## src/hw/gpio_bus_pkg.sv

```systemverilog
// Peripheral bus package: request struct, data widths and GPIO block address decode

package gpio_bus_pkg;

  // ------------------------------------------------------------------------
  // Bus widths
  // ------------------------------------------------------------------------
  localparam int ADDR_W = 14;                // Word address
  localparam int DATA_W = 16;                // Two byte lanes

  typedef logic [ADDR_W-1:0] gpio_addr_t;
  typedef logic [DATA_W-1:0] gpio_data_t;

  // ------------------------------------------------------------------------
  // Block decode
  // ------------------------------------------------------------------------

  // Low address bits seen inside the block, the rest must match the base
  localparam int DEC_W = 5;

  // Picks port 2 over port 1 within the register window
  localparam int PORT_SEL_BIT = 2;

  // First register word, base address fixed at zero
  localparam gpio_addr_t REG_BASE_WORD = 14'h0010;

  // ------------------------------------------------------------------------
  // Request from the bus master
  // ------------------------------------------------------------------------
  typedef struct packed {
    logic       en;      // Access strobe
    logic [1:0] we;      // Bit 1 high lane, bit 0 low lane
    gpio_addr_t addr;
    gpio_data_t din;
  } gpio_bus_req_t;

endpackage

```

## src/hw/gpio_port_pkg.sv

```systemverilog
// Port package: register word map, pad output bundle and per-port register access

package gpio_port_pkg;

  import gpio_bus_pkg::gpio_data_t;

  localparam int PIN_W = 8;                  // Pins per port

  typedef logic [PIN_W-1:0] gpio_pins_t;

  // ------------------------------------------------------------------------
  // Register words inside one port, low byte / high byte
  // ------------------------------------------------------------------------
  typedef logic [1:0] gpio_word_idx_t;

  localparam gpio_word_idx_t WORD_IN_OUT  = 2'd0;  // IN  / OUT
  localparam gpio_word_idx_t WORD_DIR_IFG = 2'd1;  // DIR / IFG
  localparam gpio_word_idx_t WORD_IES_IE  = 2'd2;  // IES / IE
  localparam gpio_word_idx_t WORD_SEL     = 2'd3;  // SEL / reads zero

  // Input synchronizer depth
  localparam int SYNC_STAGES = 2;

  // ------------------------------------------------------------------------
  // Pad side of a port
  // ------------------------------------------------------------------------
  typedef struct packed {
    gpio_pins_t dout;     // Output data
    gpio_pins_t dout_en;  // Output enable
    gpio_pins_t sel;      // Function select
  } gpio_pad_out_t;

  // Register access routed from the bus slave to one port
  typedef struct packed {
    gpio_word_idx_t word;
    logic [1:0]     we;     // Zero when the other port is addressed
    gpio_data_t     wdata;
  } gpio_reg_acc_t;

endpackage

```

## src/hw/gpio_irq_unit.sv

```systemverilog
// GPIO interrupt unit: pin edge detection, flag register and port interrupt line
`timescale 1ns/1ps

module gpio_irq_unit (
  input  logic                      mclk,
  input  logic                      puc_rst,
  input  gpio_port_pkg::gpio_pins_t pins,
  input  gpio_port_pkg::gpio_pins_t ies,
  input  gpio_port_pkg::gpio_pins_t ie,
  input  logic                      ifg_we,
  input  gpio_port_pkg::gpio_pins_t ifg_wdata,
  output gpio_port_pkg::gpio_pins_t ifg,
  output logic                      irq
);

  import gpio_port_pkg::*;

  gpio_pins_t pins_dly;   // Pins one cycle back
  gpio_pins_t rise;
  gpio_pins_t fall;
  gpio_pins_t set_vec;
  gpio_pins_t ifg_q;

  // ------------------------------------------------------------------------
  // Edge detection
  // ------------------------------------------------------------------------
  always_ff @(posedge mclk or posedge puc_rst) begin
    if (puc_rst) begin
      pins_dly <= '0;
    end else begin
      pins_dly <= pins;
    end
  end

  assign rise = pins & ~pins_dly;
  assign fall = ~pins & pins_dly;

  // IES high selects the falling edge
  assign set_vec = (ies & fall) | (~ies & rise);

  // ------------------------------------------------------------------------
  // Flag register
  // ------------------------------------------------------------------------
  always_ff @(posedge mclk or posedge puc_rst) begin
    if (puc_rst) begin
      ifg_q <= '0;
    end else if (ifg_we) begin
      ifg_q <= ifg_wdata | set_vec;   // A new edge beats a clearing write
    end else begin
      ifg_q <= ifg_q | set_vec;
    end
  end

  assign ifg = ifg_q;
  assign irq = |(ie & ifg_q);

endmodule

```

## src/hw/gpio_port.sv

```systemverilog
// GPIO port: input synchronizer, configuration registers and register read mux
`timescale 1ns/1ps

module gpio_port (
  input  logic                         mclk,
  input  logic                         puc_rst,
  input  gpio_port_pkg::gpio_reg_acc_t acc,
  input  gpio_port_pkg::gpio_pins_t    din,
  output gpio_port_pkg::gpio_pad_out_t pad,
  output gpio_bus_pkg::gpio_data_t     rd_word,
  output logic                         irq
);

  import gpio_port_pkg::*;

  logic [SYNC_STAGES-1:0][PIN_W-1:0] sync_q;
  gpio_pins_t    pins_in;    // Synchronized pins, the IN register
  gpio_pins_t    lo_byte;
  gpio_pins_t    hi_byte;
  gpio_pad_out_t pad_q;      // OUT, DIR and SEL
  gpio_pins_t    ies_q;
  gpio_pins_t    ie_q;
  gpio_pins_t    ifg;
  logic          out_wr;
  logic          dir_wr;
  logic          ifg_we;
  logic          ies_wr;
  logic          ie_wr;
  logic          sel_wr;

  // ------------------------------------------------------------------------
  // Input synchronizer
  // ------------------------------------------------------------------------
  always_ff @(posedge mclk or posedge puc_rst) begin
    if (puc_rst) begin
      sync_q <= '0;
    end else begin
      sync_q <= {sync_q[SYNC_STAGES-2:0], din};
    end
  end

  assign pins_in = sync_q[SYNC_STAGES-1];

  // ------------------------------------------------------------------------
  // Write decode
  // ------------------------------------------------------------------------
  assign lo_byte = acc.wdata[PIN_W-1:0];
  assign hi_byte = acc.wdata[2*PIN_W-1:PIN_W];

  // IN sits in the low lane of word 0 and has no write path
  assign out_wr = acc.we[1] & (acc.word == WORD_IN_OUT);
  assign dir_wr = acc.we[0] & (acc.word == WORD_DIR_IFG);
  assign ifg_we = acc.we[1] & (acc.word == WORD_DIR_IFG);
  assign ies_wr = acc.we[0] & (acc.word == WORD_IES_IE);
  assign ie_wr  = acc.we[1] & (acc.word == WORD_IES_IE);
  assign sel_wr = acc.we[0] & (acc.word == WORD_SEL);

  // Configuration registers
  always_ff @(posedge mclk or posedge puc_rst) begin
    if (puc_rst) begin
      pad_q <= '0;
      ies_q <= '0;
      ie_q  <= '0;
    end else begin
      if (out_wr) pad_q.dout    <= hi_byte;
      if (dir_wr) pad_q.dout_en <= lo_byte;
      if (sel_wr) pad_q.sel     <= lo_byte;
      if (ies_wr) ies_q         <= lo_byte;
      if (ie_wr)  ie_q          <= hi_byte;
    end
  end

  assign pad = pad_q;

  // Edge flags and interrupt line
  gpio_irq_unit u_irq (
    .mclk      (mclk),
    .puc_rst   (puc_rst),
    .pins      (pins_in),
    .ies       (ies_q),
    .ie        (ie_q),
    .ifg_we    (ifg_we),
    .ifg_wdata (hi_byte),
    .ifg       (ifg),
    .irq       (irq)
  );

  // ------------------------------------------------------------------------
  // Read mux
  // ------------------------------------------------------------------------
  always_comb begin
    case (acc.word)
      WORD_IN_OUT:  rd_word = {pad_q.dout, pins_in};
      WORD_DIR_IFG: rd_word = {ifg, pad_q.dout_en};
      WORD_IES_IE:  rd_word = {ie_q, ies_q};
      default:      rd_word = {{PIN_W{1'b0}}, pad_q.sel};  // Upper byte unused
    endcase
  end

endmodule

```

## src/hw/gpio_bus_slave.sv

```systemverilog
// GPIO bus slave: decodes the register window and routes accesses to the two ports
`timescale 1ns/1ps

module gpio_bus_slave (
  input  gpio_bus_pkg::gpio_bus_req_t  bus_req,
  output gpio_port_pkg::gpio_reg_acc_t p1_acc,
  output gpio_port_pkg::gpio_reg_acc_t p2_acc,
  input  gpio_bus_pkg::gpio_data_t     p1_rd_word,
  input  gpio_bus_pkg::gpio_data_t     p2_rd_word,
  output gpio_bus_pkg::gpio_data_t     per_dout
);

  import gpio_bus_pkg::*;
  import gpio_port_pkg::*;

  logic           base_hit;   // Upper bits match the block base
  logic           win_hit;    // Inside words 0x10 to 0x17
  logic           reg_sel;
  logic           port2;
  logic           reg_rd;
  gpio_word_idx_t word_idx;
  gpio_reg_acc_t  acc_base;

  // ------------------------------------------------------------------------
  // Address decode
  // ------------------------------------------------------------------------
  assign base_hit = bus_req.addr[ADDR_W-1:DEC_W] == REG_BASE_WORD[ADDR_W-1:DEC_W];

  // Bits between the port select and the decode width pick the window
  assign win_hit = bus_req.addr[DEC_W-1:PORT_SEL_BIT+1] ==
                   REG_BASE_WORD[DEC_W-1:PORT_SEL_BIT+1];

  assign reg_sel  = bus_req.en & base_hit & win_hit;
  assign port2    = bus_req.addr[PORT_SEL_BIT];
  assign word_idx = bus_req.addr[$bits(gpio_word_idx_t)-1:0];

  // No lane enabled means read
  assign reg_rd = reg_sel & ~|bus_req.we;

  // ------------------------------------------------------------------------
  // Access routing
  // ------------------------------------------------------------------------
  always_comb begin
    acc_base.word  = word_idx;   // Both ports see the word index
    acc_base.we    = 2'b00;
    acc_base.wdata = bus_req.din;

    p1_acc = acc_base;
    p2_acc = acc_base;

    // Lane enables reach only the addressed port
    if (reg_sel) begin
      if (port2) begin
        p2_acc.we = bus_req.we;
      end else begin
        p1_acc.we = bus_req.we;
      end
    end
  end

  // ------------------------------------------------------------------------
  // Read data
  // ------------------------------------------------------------------------
  always_comb begin
    per_dout = '0;                       // Idle, writes and misses read zero
    if (reg_rd) begin
      per_dout = port2 ? p2_rd_word : p1_rd_word;
    end
  end

endmodule

```

## src/hw/gpio_top.sv

```systemverilog
// GPIO peripheral top: bus slave feeding two identical ports
`timescale 1ns/1ps

module gpio_top (
  input  logic                         mclk,
  input  logic                         puc_rst,
  input  gpio_bus_pkg::gpio_bus_req_t  bus_req,
  input  gpio_port_pkg::gpio_pins_t    p1_din,
  input  gpio_port_pkg::gpio_pins_t    p2_din,
  output gpio_bus_pkg::gpio_data_t     per_dout,
  output gpio_port_pkg::gpio_pad_out_t p1_pad,
  output gpio_port_pkg::gpio_pad_out_t p2_pad,
  output logic                         irq_port1,
  output logic                         irq_port2
);

  import gpio_bus_pkg::*;
  import gpio_port_pkg::*;

  gpio_reg_acc_t p1_acc;
  gpio_reg_acc_t p2_acc;
  gpio_data_t    p1_rd_word;
  gpio_data_t    p2_rd_word;

  // Register window decode
  gpio_bus_slave u_slave (
    .bus_req    (bus_req),
    .p1_acc     (p1_acc),
    .p2_acc     (p2_acc),
    .p1_rd_word (p1_rd_word),
    .p2_rd_word (p2_rd_word),
    .per_dout   (per_dout)
  );

  gpio_port u_port1 (
    .mclk    (mclk),
    .puc_rst (puc_rst),
    .acc     (p1_acc),
    .din     (p1_din),
    .pad     (p1_pad),
    .rd_word (p1_rd_word),
    .irq     (irq_port1)
  );

  gpio_port u_port2 (
    .mclk    (mclk),
    .puc_rst (puc_rst),
    .acc     (p2_acc),
    .din     (p2_din),
    .pad     (p2_pad),
    .rd_word (p2_rd_word),
    .irq     (irq_port2)
  );

endmodule

```

## config.mk

```make
export PLATFORM = sky130hd
export DESIGN_NAME = gpio_top
export DESIGN_NICKNAME = d
export VERILOG_FILES = /design/src/hw/gpio_bus_pkg.sv /design/src/hw/gpio_port_pkg.sv /design/src/hw/gpio_irq_unit.sv /design/src/hw/gpio_port.sv /design/src/hw/gpio_bus_slave.sv /design/src/hw/gpio_top.sv
export SDC_FILE = /design/constraint.sdc
export NUM_CORES = 1
export LEC_CHECK = 0
export ABC_AREA = 1
export BUFFER_PORTS_ARGS = -buffer_cell sky130_fd_sc_hd__buf_2
export CAP_MARGIN = 0
export CORE_ASPECT_RATIO = 0.9
export CORE_MARGIN = 4
export CORE_UTILIZATION = 30
export CTS_CLUSTER_DIAMETER = 40
export DETAILED_ROUTE_END_ITERATION = 8
export SYNTH_ARGS = -nofsm -noshare
export SYNTH_HDL_FRONTEND = slang
export SYNTH_SLANG_ARGS = --single-unit
```

## constraint.sdc

```tcl
create_clock -name mclk -period 12.7 [get_ports mclk]
set_input_delay 3.81 -clock mclk [delete_from_list [all_inputs] [get_ports mclk]]
set_output_delay 3.81 -clock mclk [all_outputs]
set_load 0.02 [all_outputs]
```

==> results of run 1 <==
## power breakdown
part / leakage (nW) / switching [mW] / internal (mW) / total, mW
registers: 1.82 / 0.00428 / 0.467 / 0.471
logic: 2.01 / 0.0486 / 0.0142 / 0.0627
clock network: 0.280 / 0.201 / 0.309 / 0.510
total: 4.11 / 0.253 / 0.790 / 1.04
## through the flow
| stage | hold WS [ps] | area, sq um | setup slack (ps) | cells |
|---|---|---|---|---|
| 6_report | 342 | 8060 | 2970 | 1204 |
| 4_1_cts | 344 | 8060 | 2950 | 1204 |
| 3_5_place_dp | 335 | 7460 | 2960 | 1173 |
| 2_1_floorplan | 331 | 6680 | 3890 | 801 |
| 5_1_grt | 348 | 8060 | 2700 | 1204 |
| 3_3_place_gp | 334 | 7460 | 2950 | 1173 |
## critical path: stages
cell	delay, ps
sky130_fd_sc_hd__buf_2	110
sky130_fd_sc_hd__inv_1	80
sky130_fd_sc_hd__nor2_4	710
sky130_fd_sc_hd__buf_4	450
sky130_fd_sc_hd__nand2_1	80
sky130_fd_sc_hd__o21ai_0	90
sky130_fd_sc_hd__nor2_1	60
sky130_fd_sc_hd__nand3_1	70
sky130_fd_sc_hd__nand2_1	70
sky130_fd_sc_hd__nor2_1	180
sky130_fd_sc_hd__buf_2	190
## per-layer routing
metal,wire [um],GRT usage
met5,0,0
met4,383,0.0536
met3,1920,0.0441
met2,9020,0.251
met1,9150,0.249
## cell families after synthesis
logic type,after synthesis,synth area share
DFF,144,0.540
buffers and inverters,91,0.0603
and+or+nand+nor,491,0.339
AOI/OAI and AO/OA,75,0.0615
## synth_stat cells, types with 8 or more instances
master / number
sky130_fd_sc_hd__o21ai_0: 29
sky130_fd_sc_hd__a211oi_1: 8
sky130_fd_sc_hd__nor2_1: 50
sky130_fd_sc_hd__buf_2: 22
sky130_fd_sc_hd__clkbuf_1: 11
sky130_fd_sc_hd__dfrtp_1: 144
sky130_fd_sc_hd__inv_1: 46
sky130_fd_sc_hd__nand4_1: 72
sky130_fd_sc_hd__nand2_1: 312
sky130_fd_sc_hd__o21ai_1: 32
sky130_fd_sc_hd__nand3_1: 35
## flip-flops by register name, indices dropped and copies added (netlist names)
signal	cells
u_port1.sync_q	8
u_port2.u_irq.ifg	8
u_port2.ies_q	8
u_port2.pad	24
u_port1.u_irq.ifg	8
u_port2.u_irq.pins_dly	8
u_port2.pins_in	8
u_port1.ie_q	8
u_port1.pad	24
u_port1.u_irq.pins_dly	8
u_port2.sync_q	8
u_port1.ies_q	8
u_port1.pins_in	8
u_port2.ie_q	8
## path summary, 6_finish.rpt
kind	cells past startpoint	slack, ps	startpoint	end
max	11	2970	bus_req[16]	per_dout[7]
min	0	340	u_port1.sync_q[6]$_DFF_PP0_	u_port1.pins_in[6]$_DFF_PP0_
max reg2reg	4	11770	u_port1.ies_q[2]$_DFFE_PP0P_	u_port1.u_irq.ifg[2]$_DFF_PP0_
min reg2reg	0	340	u_port1.sync_q[6]$_DFF_PP0_	u_port1.pins_in[6]$_DFF_PP0_
max in group asynchronous	3	7790	puc_rst	u_port1.u_irq.ifg[1]$_DFF_PP0_
min in group asynchronous	2	3470	puc_rst	u_port1.pad[16]$_DFFE_PP0P_
## final cells by class
type | count | area, sq um | share of cell area
Clock buffer | 19 | 433 | 0.0537
Sequential cell | 144 | 3600 | 0.447
Timing Repair Buffer | 121 | 618 | 0.0767
Clock inverter | 12 | 161 | 0.0200
Tap cell | 291 | 364 | 0.0452
Inverter | 51 | 196 | 0.0244
Multi-Input combinational cell | 566 | 2680 | 0.333
==> impl_metrics.xml, run 1 <==
<?xml version="1.0" encoding="UTF-8"?>
<metrics>
  <group name="yosys">
    <metric name="postSynth.asyncResetShare" unit="">1.00</metric>
    <metric name="synthCells" unit="">801</metric>
    <metric name="ys_ff_latch" unit="">144</metric>
    <metric name="synth_area_leaders" unit="">sky130_fd_sc_hd__dfrtp_1 (54%), sky130_fd_sc_hd__nand2_1 (18%), sky130_fd_sc_hd__nand4_1 (6.7%)</metric>
    <metric name="synth_fp_nets" unit="">852</metric>
    <metric name="number_of_flops_mapped_to_enable_cells_by_yosys" unit="">0</metric>
    <metric name="synthDominantCellAreaShare" unit="">0.540</metric>
    <metric name="synthesis.area" unit="sq um">6680</metric>
    <metric name="cell_type_with_the_largest_total_area_after_synthesis" unit="">sky130_fd_sc_hd__dfrtp_1</metric>
    <metric name="synth_flop_cell" unit="">sky130_fd_sc_hd__dfrtp_1</metric>
    <metric name="synthesis.area_per_instance" unit="sq um">8.34</metric>
    <metric name="warning_count_from_the_yosys_run" unit="">0</metric>
    <metric name="synth_cell_types" unit="">24</metric>
    <metric name="part_of_the_yosys_area_used_for_sequential_elements" unit="">0.540</metric>
  </group>
  <group name="place">
    <metric name="io_buf_count" unit="">116</metric>
    <metric name="finalWeightedCongestion" unit="">0.903</metric>
    <metric name="hpwl" unit="um">14300</metric>
  </group>
  <group name="detailed_routing">
    <metric name="drt-initial-drc-count" unit="">651</metric>
    <metric name="drtAntennaViolNets" unit="">0</metric>
    <metric name="avgRoutedWirePerCell" unit="um">17.0</metric>
    <metric name="firstDrtPassIters" unit="">8</metric>
    <metric name="drc" unit="">0</metric>
    <metric name="dr_total_vias" unit="">5911</metric>
    <metric name="via_per_inst" unit="">4.91</metric>
    <metric name="detail_route.wirelength" unit="um">20500</metric>
  </group>
  <group name="worst_setup_path">
    <metric name="worst_ep_arrival_time" unit="ps">5920</metric>
    <metric name="worst_ep_required_time" unit="ps">8890</metric>
    <metric name="timing_worst_setup_path_type" unit="">in2out</metric>
    <metric name="worst-path-max-fanout" unit="">40</metric>
    <metric name="start_kind" unit="">primary input</metric>
    <metric name="worstSetupEndpointType" unit="">primary output</metric>
  </group>
  <group name="layout">
    <metric name="share_of_layout_cells_above_drive_strength_1" unit="">0.192</metric>
    <metric name="most_frequent_cells_in_the_layout" unit="">sky130_fd_sc_hd__nand2_1 (312), sky130_fd_sc_hd__dfrtp_1 (144), sky130_fd_sc_hd__buf_2 (116)</metric>
    <metric name="syn_to_final_growth" unit="%">20.7</metric>
    <metric name="num-nets-final" unit="">952</metric>
    <metric name="num-fill-cells" unit="">2277</metric>
    <metric name="most_common_library_cell_in_the_layout_ignoring_fill_and_taps" unit="">sky130_fd_sc_hd__nand2_1</metric>
    <metric name="n_antenna_cell" unit="">0</metric>
    <metric name="final_core_util" unit="">0.370</metric>
  </group>
  <group name="power">
    <metric name="p_leak" unit="nW">4.11</metric>
    <metric name="power.ir.vdd_worst" unit="uV">69.5</metric>
    <metric name="post-layout-total-power" unit="mW">1.04</metric>
    <metric name="power-per-cell-area" unit="nW/um^2">129</metric>
  </group>
  <group name="sta">
    <metric name="finalCritPeriodShare" unit="">0.766</metric>
    <metric name="timing.final.setup_violations" unit="">0</metric>
    <metric name="max-slew-margin-rel" unit="">0.353</metric>
    <metric name="max_freq" unit="MHz">103</metric>
    <metric name="finalSetupTns" unit="ps">0</metric>
    <metric name="final_max_slew_viol_count" unit="">0</metric>
    <metric name="hold_viol_final" unit="">0</metric>
    <metric name="max_slew.worst_pin.slew" unit="ps">970</metric>
    <metric name="rsz_0062_raised_after_global_routing" unit="">no</metric>
    <metric name="layout_min_cycle_time" unit="ps">9730</metric>
    <metric name="clock-skew-final" unit="ps">9.97</metric>
  </group>
  <group name="clock_tree">
    <metric name="cts_root_buf" unit="">sky130_fd_sc_hd__clkbuf_16</metric>
    <metric name="cts_buffers" unit="">17</metric>
    <metric name="clk_pin_slew_worst_paths" unit="ps">60</metric>
    <metric name="post_cts.repair.setup_buffers" unit="">0</metric>
    <metric name="cts.htree.levels" unit="">4</metric>
    <metric name="clockBufferDepth" unit="">2</metric>
    <metric name="ctsHoldBuffers" unit="">0</metric>
    <metric name="post_cts_resized" unit="">0</metric>
    <metric name="worstSkewPairLatency" unit="ps">430</metric>
    <metric name="tritoncts_clock_tree" unit="">yes</metric>
    <metric name="clock_sink_count" unit="">144</metric>
  </group>
  <group name="global_route">
    <metric name="first_global_vias" unit="">5688</metric>
    <metric name="grt_first_pass_wirelength" unit="um">32300</metric>
    <metric name="antenna_found_initial" unit="">0</metric>
    <metric name="grt_start_max_net_pins" unit="">77</metric>
    <metric name="grt.total_usage" unit="">0.172</metric>
    <metric name="global_route.overflow_total" unit="">0</metric>
  </group>
  <group name="floorplan">
    <metric name="design.portCount" unit="">117</metric>
    <metric name="chipWidth" unit="um">165</metric>
    <metric name="start_util" unit="">0.307</metric>
    <metric name="floorplan.die_area" unit="sq um">24700</metric>
    <metric name="die_height" unit="um">150</metric>
    <metric name="floorplan.rows" unit="">51</metric>
    <metric name="fp.coreArea" unit="sq um">21800</metric>
  </group>
  <group name="hold_path">
    <metric name="hp-class" unit="">reg2reg</metric>
  </group>
  <group name="run_status">
    <metric name="outcome" unit="">finished clean</metric>
  </group>
  <group name="run">
    <metric name="drv_cap" unit="">0</metric>
  </group>
</metrics>
Power figures use the tool's default switching activity.
==> inputs of run 2 (changes only) <==
- clock period: 12.7 -> 8.2 ns (I/O delays scaled with it)
==> impl_metrics.xml, run 2 (synthesis results as in run 1) <==
<?xml version="1.0" encoding="UTF-8"?>
<metrics>
  <group name="floorplan">
    <metric name="fp.coreArea" unit="sq um">21800</metric>
    <metric name="floorplan.die_area" unit="sq um">24700</metric>
    <metric name="floorplan.rows" unit="">51</metric>
    <metric name="design.portCount" unit="">117</metric>
    <metric name="start_util" unit="">0.307</metric>
    <metric name="die_height" unit="um">150</metric>
    <metric name="chipWidth" unit="um">165</metric>
  </group>
  <group name="clock_tree">
    <metric name="clockBufferDepth" unit="">2</metric>
    <metric name="cts.htree.levels" unit="">4</metric>
    <metric name="ctsHoldBuffers" unit="">0</metric>
    <metric name="clk_pin_slew_worst_paths" unit="ps">60</metric>
    <metric name="clock_sink_count" unit="">144</metric>
    <metric name="post_cts.repair.setup_buffers" unit="">0</metric>
    <metric name="cts_buffers" unit="">17</metric>
    <metric name="post_cts_resized" unit="">0</metric>
    <metric name="worstSkewPairLatency" unit="ps">430</metric>
    <metric name="cts_root_buf" unit="">sky130_fd_sc_hd__clkbuf_16</metric>
    <metric name="tritoncts_clock_tree" unit="">yes</metric>
  </group>
  <group name="sta">
    <metric name="finalSetupTns" unit="ps">0</metric>
    <metric name="finalCritPeriodShare" unit="">0.842</metric>
    <metric name="fin_worst_hold_slack" unit="ps">343</metric>
    <metric name="layout_min_cycle_time" unit="ps">6900</metric>
    <metric name="max-slew-margin-rel" unit="">0.360</metric>
    <metric name="max_slew.worst_pin.slew" unit="ps">957</metric>
    <metric name="hold_viol_final" unit="">0</metric>
    <metric name="clock-skew-final" unit="ps">7.72</metric>
    <metric name="final_max_slew_viol_count" unit="">0</metric>
    <metric name="timing.final.setup_violations" unit="">0</metric>
    <metric name="max_freq" unit="MHz">145</metric>
    <metric name="rsz_0062_raised_after_global_routing" unit="">no</metric>
  </group>
  <group name="hold_path">
    <metric name="hp-class" unit="">reg2reg</metric>
  </group>
  <group name="power">
    <metric name="power.sequential.fraction" unit="">0.467</metric>
    <metric name="p_switching" unit="mW">0.398</metric>
    <metric name="power_frac_comb" unit="">0.063</metric>
    <metric name="switching_share" unit="">0.255</metric>
    <metric name="power_report.internal_total" unit="mW">1.16</metric>
    <metric name="power-per-cell-area" unit="nW/um^2">194</metric>
    <metric name="power.ir.vdd_worst" unit="uV">120</metric>
    <metric name="clk_pwr_share" unit="">0.470</metric>
    <metric name="p_leak" unit="nW">4.10</metric>
  </group>
  <group name="global_route">
    <metric name="grt.total_usage" unit="">0.168</metric>
    <metric name="first_global_vias" unit="">5534</metric>
    <metric name="grt_first_pass_wirelength" unit="um">31800</metric>
    <metric name="grt_start_max_net_pins" unit="">100</metric>
    <metric name="antenna_found_initial" unit="">0</metric>
    <metric name="global_route.overflow_total" unit="">0</metric>
  </group>
  <group name="worst_setup_path">
    <metric name="worst_ep_required_time" unit="ps">5740</metric>
    <metric name="start_kind" unit="">primary input</metric>
    <metric name="worst_ep_arrival_time" unit="ps">4440</metric>
    <metric name="worst_r2r_startpoint" unit="">u_port1.ies_q[5]$_DFFE_PP0P_</metric>
    <metric name="timing_worst_setup_path_type" unit="">in2out</metric>
    <metric name="regToRegSetupSlack" unit="ps">7270</metric>
    <metric name="crit_path_start" unit="">bus_req[16]</metric>
    <metric name="worstSetupEndpointType" unit="">primary output</metric>
    <metric name="crit_end" unit="">per_dout[2]</metric>
    <metric name="ff2ff_path_depth" unit="">4</metric>
    <metric name="r2r-end" unit="">u_port1.u_irq.ifg[5]$_DFF_PP0_</metric>
    <metric name="worst-path-max-fanout" unit="">24</metric>
  </group>
  <group name="layout">
    <metric name="num-nets-final" unit="">955</metric>
    <metric name="fin_cells" unit="">1208</metric>
    <metric name="most_frequent_cells_in_the_layout" unit="">sky130_fd_sc_hd__nand2_1 (312), sky130_fd_sc_hd__dfrtp_1 (144), sky130_fd_sc_hd__buf_2 (116)</metric>
    <metric name="most_common_library_cell_in_the_layout_ignoring_fill_and_taps" unit="">sky130_fd_sc_hd__nand2_1</metric>
    <metric name="syn_to_final_growth" unit="%">20.3</metric>
    <metric name="share_of_layout_cells_above_drive_strength_1" unit="">0.195</metric>
    <metric name="final_core_util" unit="">0.369</metric>
    <metric name="n_antenna_cell" unit="">0</metric>
  </group>
  <group name="place">
    <metric name="io_buf_count" unit="">116</metric>
    <metric name="finalWeightedCongestion" unit="">0.909</metric>
    <metric name="hpwl" unit="um">14200</metric>
    <metric name="post-place-cells" unit="">1176</metric>
  </group>
  <group name="detailed_routing">
    <metric name="dr_total_vias" unit="">5998</metric>
    <metric name="avgRoutedWirePerCell" unit="um">16.8</metric>
    <metric name="drtAntennaViolNets" unit="">0</metric>
    <metric name="via_per_inst" unit="">4.97</metric>
    <metric name="firstDrtPassIters" unit="">7</metric>
    <metric name="detail_route.wirelength" unit="um">20300</metric>
    <metric name="drc" unit="">1</metric>
    <metric name="drt-initial-drc-count" unit="">677</metric>
  </group>
  <group name="run">
    <metric name="drv_cap" unit="">0</metric>
  </group>
  <group name="run_status">
    <metric name="violated_checks" unit="">design-rule violations</metric>
    <metric name="outcome" unit="">finished with violations</metric>
  </group>
</metrics>
-- run 2: worst min-delay path by stage --
stage                     cells past startpoint                         from                      endpoint
after floorplan                               0  u_port1.sync_q[0]$_DFF_PP0_  u_port1.pins_in[0]$_DFF_PP0_
after global placement                        0  u_port1.sync_q[7]$_DFF_PP0_  u_port1.pins_in[7]$_DFF_PP0_
after detailed placement                      0  u_port1.sync_q[2]$_DFF_PP0_  u_port1.pins_in[2]$_DFF_PP0_
after CTS                                     0  u_port2.sync_q[5]$_DFF_PP0_  u_port2.pins_in[5]$_DFF_PP0_
after global routing                          0  u_port1.sync_q[1]$_DFF_PP0_  u_port1.pins_in[1]$_DFF_PP0_
final                                         0  u_port2.sync_q[5]$_DFF_PP0_  u_port2.pins_in[5]$_DFF_PP0_
-- run 2: power groups by stage --
| stage | logic (mW) | clock network (mW) | registers [mW] |
|---|---|---|---|
| 6_report | 0.0984 | 0.733 | 0.729 |
| 5_1_grt | 0.110 | 0.778 | 0.730 |
| 4_1_cts | 0.0982 | 0.740 | 0.729 |
| 3_5_place_dp | 0.0979 | 0 | 0.742 |
| 3_3_place_gp | 0.0981 | 0 | 0.742 |
| 2_1_floorplan | 0.0564 | 0 | 0.741 |
-- run 2: cell type report --
cell class	count	area, sq um
fillers	2226	13700
flip-flops and latches	144	3600
multi-input cells	566	2680
repair buffers	124	641
clock buffers	19	433
well taps	291	364
inverters	51	196
clock inverters	13	115
-- run 2: worst max-delay path: stages --
cell	delay, ps
sky130_fd_sc_hd__buf_2	110
sky130_fd_sc_hd__inv_1	100
sky130_fd_sc_hd__nand2_1	370
sky130_fd_sc_hd__inv_2	590
sky130_fd_sc_hd__nand2_1	150
sky130_fd_sc_hd__nand2_1	90
sky130_fd_sc_hd__nor2_1	50
sky130_fd_sc_hd__nand3_1	70
sky130_fd_sc_hd__nand2_1	70
sky130_fd_sc_hd__nor2_1	180
sky130_fd_sc_hd__buf_2	200
-- run 2: layer usage --
metal	routed length [um]	global-route usage	up-vias
met5	0	0	-
met4	286	0.0453	0
met3	1770	0.0355	22
met2	8570	0.239	276
met1	9660	0.258	2841
li1	-	-	2859
-- run 2: per-stage QoR --
stage / power, mW / area, sq um / setup WS (ps)
floorplan: 0.797 / 6680 / 1870
global placement: 0.840 / 7490 / 1350
detailed placement: 0.840 / 7490 / 1330
CTS: 1.57 / 8030 / 1330
global route: 1.62 / 8030 / 1150
finish: 1.56 / 8030 / 1300
==> inputs of run 3 (changes only) <==
- clock period: 8.2 -> 5.64 ns (I/O delays scaled with it)
==> impl_metrics.xml, run 3 (synthesis results as in run 1) <==
<?xml version="1.0" encoding="UTF-8"?>
<metrics>
  <group name="sta">
    <metric name="final_max_slew_viol_count" unit="">0</metric>
    <metric name="timing.final.setup_violations" unit="">0</metric>
    <metric name="max_slew.worst_pin.slew" unit="ps">1020</metric>
    <metric name="max-slew-margin-rel" unit="">0.319</metric>
    <metric name="hold_viol_final" unit="">0</metric>
    <metric name="rsz_0062_raised_after_global_routing" unit="">no</metric>
    <metric name="layout_min_cycle_time" unit="ps">4870</metric>
    <metric name="max_freq" unit="MHz">205</metric>
    <metric name="fin_worst_hold_slack" unit="ps">346</metric>
    <metric name="finalCritPeriodShare" unit="">0.863</metric>
    <metric name="setup_slack" unit="ps">773</metric>
    <metric name="clock-skew-final" unit="ps">7.26</metric>
    <metric name="finalSetupTns" unit="ps">0</metric>
  </group>
  <group name="detailed_routing">
    <metric name="routed-wl-met2" unit="um">8930</metric>
    <metric name="dr_total_vias" unit="">5993</metric>
    <metric name="drtAntennaViolNets" unit="">0</metric>
    <metric name="wl_met3" unit="um">1880</metric>
    <metric name="met1Wirelength" unit="um">9470</metric>
    <metric name="via_per_inst" unit="">4.93</metric>
    <metric name="avgRoutedWirePerCell" unit="um">16.9</metric>
    <metric name="firstDrtPassIters" unit="">7</metric>
    <metric name="drc" unit="">0</metric>
    <metric name="drt-initial-drc-count" unit="">656</metric>
    <metric name="highest_layer" unit="">met4</metric>
    <metric name="detail_route.wirelength" unit="um">20500</metric>
  </group>
  <group name="global_route">
    <metric name="first_global_vias" unit="">5593</metric>
    <metric name="grt_start_max_net_pins" unit="">87</metric>
    <metric name="grt.total_usage" unit="">0.169</metric>
    <metric name="global_route.overflow_total" unit="">0</metric>
    <metric name="grt_first_pass_wirelength" unit="um">32000</metric>
    <metric name="antenna_found_initial" unit="">0</metric>
  </group>
  <group name="floorplan">
    <metric name="fp.coreArea" unit="sq um">21800</metric>
    <metric name="floorplan.rows" unit="">51</metric>
    <metric name="design.portCount" unit="">117</metric>
    <metric name="die_height" unit="um">150</metric>
    <metric name="chipWidth" unit="um">165</metric>
    <metric name="start_util" unit="">0.307</metric>
    <metric name="floorplan.die_area" unit="sq um">24700</metric>
  </group>
  <group name="layout">
    <metric name="n_antenna_cell" unit="">0</metric>
    <metric name="most_common_library_cell_in_the_layout_ignoring_fill_and_taps" unit="">sky130_fd_sc_hd__nand2_1</metric>
    <metric name="most_frequent_cells_in_the_layout" unit="">sky130_fd_sc_hd__nand2_1 (312), sky130_fd_sc_hd__dfrtp_1 (144), sky130_fd_sc_hd__buf_2 (116)</metric>
    <metric name="fin_cells" unit="">1215</metric>
    <metric name="final_core_util" unit="">0.373</metric>
    <metric name="syn_to_final_growth" unit="%">21.4</metric>
    <metric name="num-nets-final" unit="">964</metric>
    <metric name="share_of_layout_cells_above_drive_strength_1" unit="">0.203</metric>
    <metric name="final_cell_area" unit="sq um">8110</metric>
  </group>
  <group name="clock_tree">
    <metric name="worstSkewPairLatency" unit="ps">420</metric>
    <metric name="cts_root_buf" unit="">sky130_fd_sc_hd__clkbuf_16</metric>
    <metric name="post_cts_resized" unit="">0</metric>
    <metric name="clk_pin_slew_worst_paths" unit="ps">50</metric>
    <metric name="clock_sink_count" unit="">144</metric>
    <metric name="cts_buffers" unit="">17</metric>
    <metric name="tritoncts_clock_tree" unit="">yes</metric>
    <metric name="clockBufferDepth" unit="">2</metric>
    <metric name="post_cts.repair.setup_buffers" unit="">0</metric>
    <metric name="ctsHoldBuffers" unit="">0</metric>
    <metric name="cts.htree.levels" unit="">4</metric>
  </group>
  <group name="hold_path">
    <metric name="timing.hold.worst_endpoint" unit="">u_port2.pins_in[5]$_DFF_PP0_</metric>
    <metric name="hold_path_startpoint" unit="">u_port2.sync_q[5]$_DFF_PP0_</metric>
    <metric name="timing.hold.worst_path_depth" unit="">0</metric>
    <metric name="hp-class" unit="">reg2reg</metric>
  </group>
  <group name="power">
    <metric name="p_leak" unit="nW">4.16</metric>
    <metric name="power-per-cell-area" unit="nW/um^2">278</metric>
    <metric name="power.ir.vdd_worst" unit="uV">167</metric>
    <metric name="post-layout-total-power" unit="mW">2.25</metric>
  </group>
  <group name="worst_setup_path">
    <metric name="worst_ep_arrival_time" unit="ps">3170</metric>
    <metric name="worst_ep_required_time" unit="ps">3950</metric>
    <metric name="worst-path-max-fanout" unit="">20</metric>
    <metric name="timing_worst_setup_path_type" unit="">in2out</metric>
    <metric name="worstSetupEndpointType" unit="">primary output</metric>
    <metric name="worst_r2r_startpoint" unit="">u_port1.ies_q[7]$_DFFE_PP0P_</metric>
    <metric name="start_kind" unit="">primary input</metric>
    <metric name="ff2ff_path_depth" unit="">4</metric>
    <metric name="r2r-end" unit="">u_port1.u_irq.ifg[7]$_DFF_PP0_</metric>
    <metric name="regToRegSetupSlack" unit="ps">4680</metric>
  </group>
  <group name="place">
    <metric name="io_buf_count" unit="">116</metric>
    <metric name="placedInstanceArea" unit="sq um">7570</metric>
    <metric name="finalWeightedCongestion" unit="">0.931</metric>
    <metric name="detailedPlace.worstSlack" unit="ps">778</metric>
    <metric name="post-place-cells" unit="">1185</metric>
    <metric name="hpwl" unit="um">14500</metric>
  </group>
  <group name="run">
    <metric name="drv_cap" unit="">0</metric>
  </group>
  <group name="run_status">
    <metric name="outcome" unit="">finished clean</metric>
  </group>
</metrics>
[run 3: cell types whose count changed in the layout (fill, tap and decap cells not counted)]
cell / before / now
sky130_fd_sc_hd__clkbuf_1: 2 / 0
sky130_fd_sc_hd__buf_4: 8 / 16
sky130_fd_sc_hd__clkinvlp_4: 4 / 3
sky130_fd_sc_hd__inv_6: 3 / 2
sky130_fd_sc_hd__buf_12: 0 / 1
sky130_fd_sc_hd__bufinv_16: 1 / 0
sky130_fd_sc_hd__clkinv_4: 2 / 1
sky130_fd_sc_hd__clkbuf_8: 0 / 4
[run 3: per-layer routing]
metal,GRT usage,up-vias
li1,-,2875
met1,0.255,2824
met2,0.243,277
met3,0.0408,17
met4,0.0420,0
met5,0,-
[run 3: cell type report]
cell class,count,area (sq um)
inverters,51,196
flip-flops and latches,144,3600
multi-input cells,566,2680
repair buffers,133,721
fillers,2243,13700
clock inverters,9,60.1
well taps,291,364
clock buffers,21,480
[run 3: how the worst max path moves through the flow]
stage / depth (start not counted) / slack [ps] / start / end
finish: 12 / 770 / bus_req[16] / per_dout[5]
floorplan: 1 / 80 / puc_rst / u_port1.ie_q[0]$_DFFE_PP0P_
detailed placement: 10 / 780 / bus_req[22] / per_dout[0]
global placement: 12 / 800 / bus_req[16] / per_dout[5]
global route: 10 / 610 / bus_req[26] / per_dout[0]
CTS: 10 / 770 / bus_req[22] / per_dout[0]
[run 3: worst max-delay path, cell delays in order]
cell                      delay (ps)
sky130_fd_sc_hd__buf_2           120
sky130_fd_sc_hd__inv_1           100
sky130_fd_sc_hd__nand2_1          90
sky130_fd_sc_hd__inv_2           340
sky130_fd_sc_hd__buf_4           210
sky130_fd_sc_hd__nand2_1          50
sky130_fd_sc_hd__nand2_1          50
sky130_fd_sc_hd__nor2_1           40
sky130_fd_sc_hd__nand3_1          60
sky130_fd_sc_hd__nand2_1          60
sky130_fd_sc_hd__nor2_1          150
sky130_fd_sc_hd__buf_2           190
[run 3: power breakdown]
part           switching [mW]  internal (mW)
Sequential            0.00950           1.05
Combinational           0.111         0.0377
Clock                   0.438          0.602
Total                   0.559           1.69
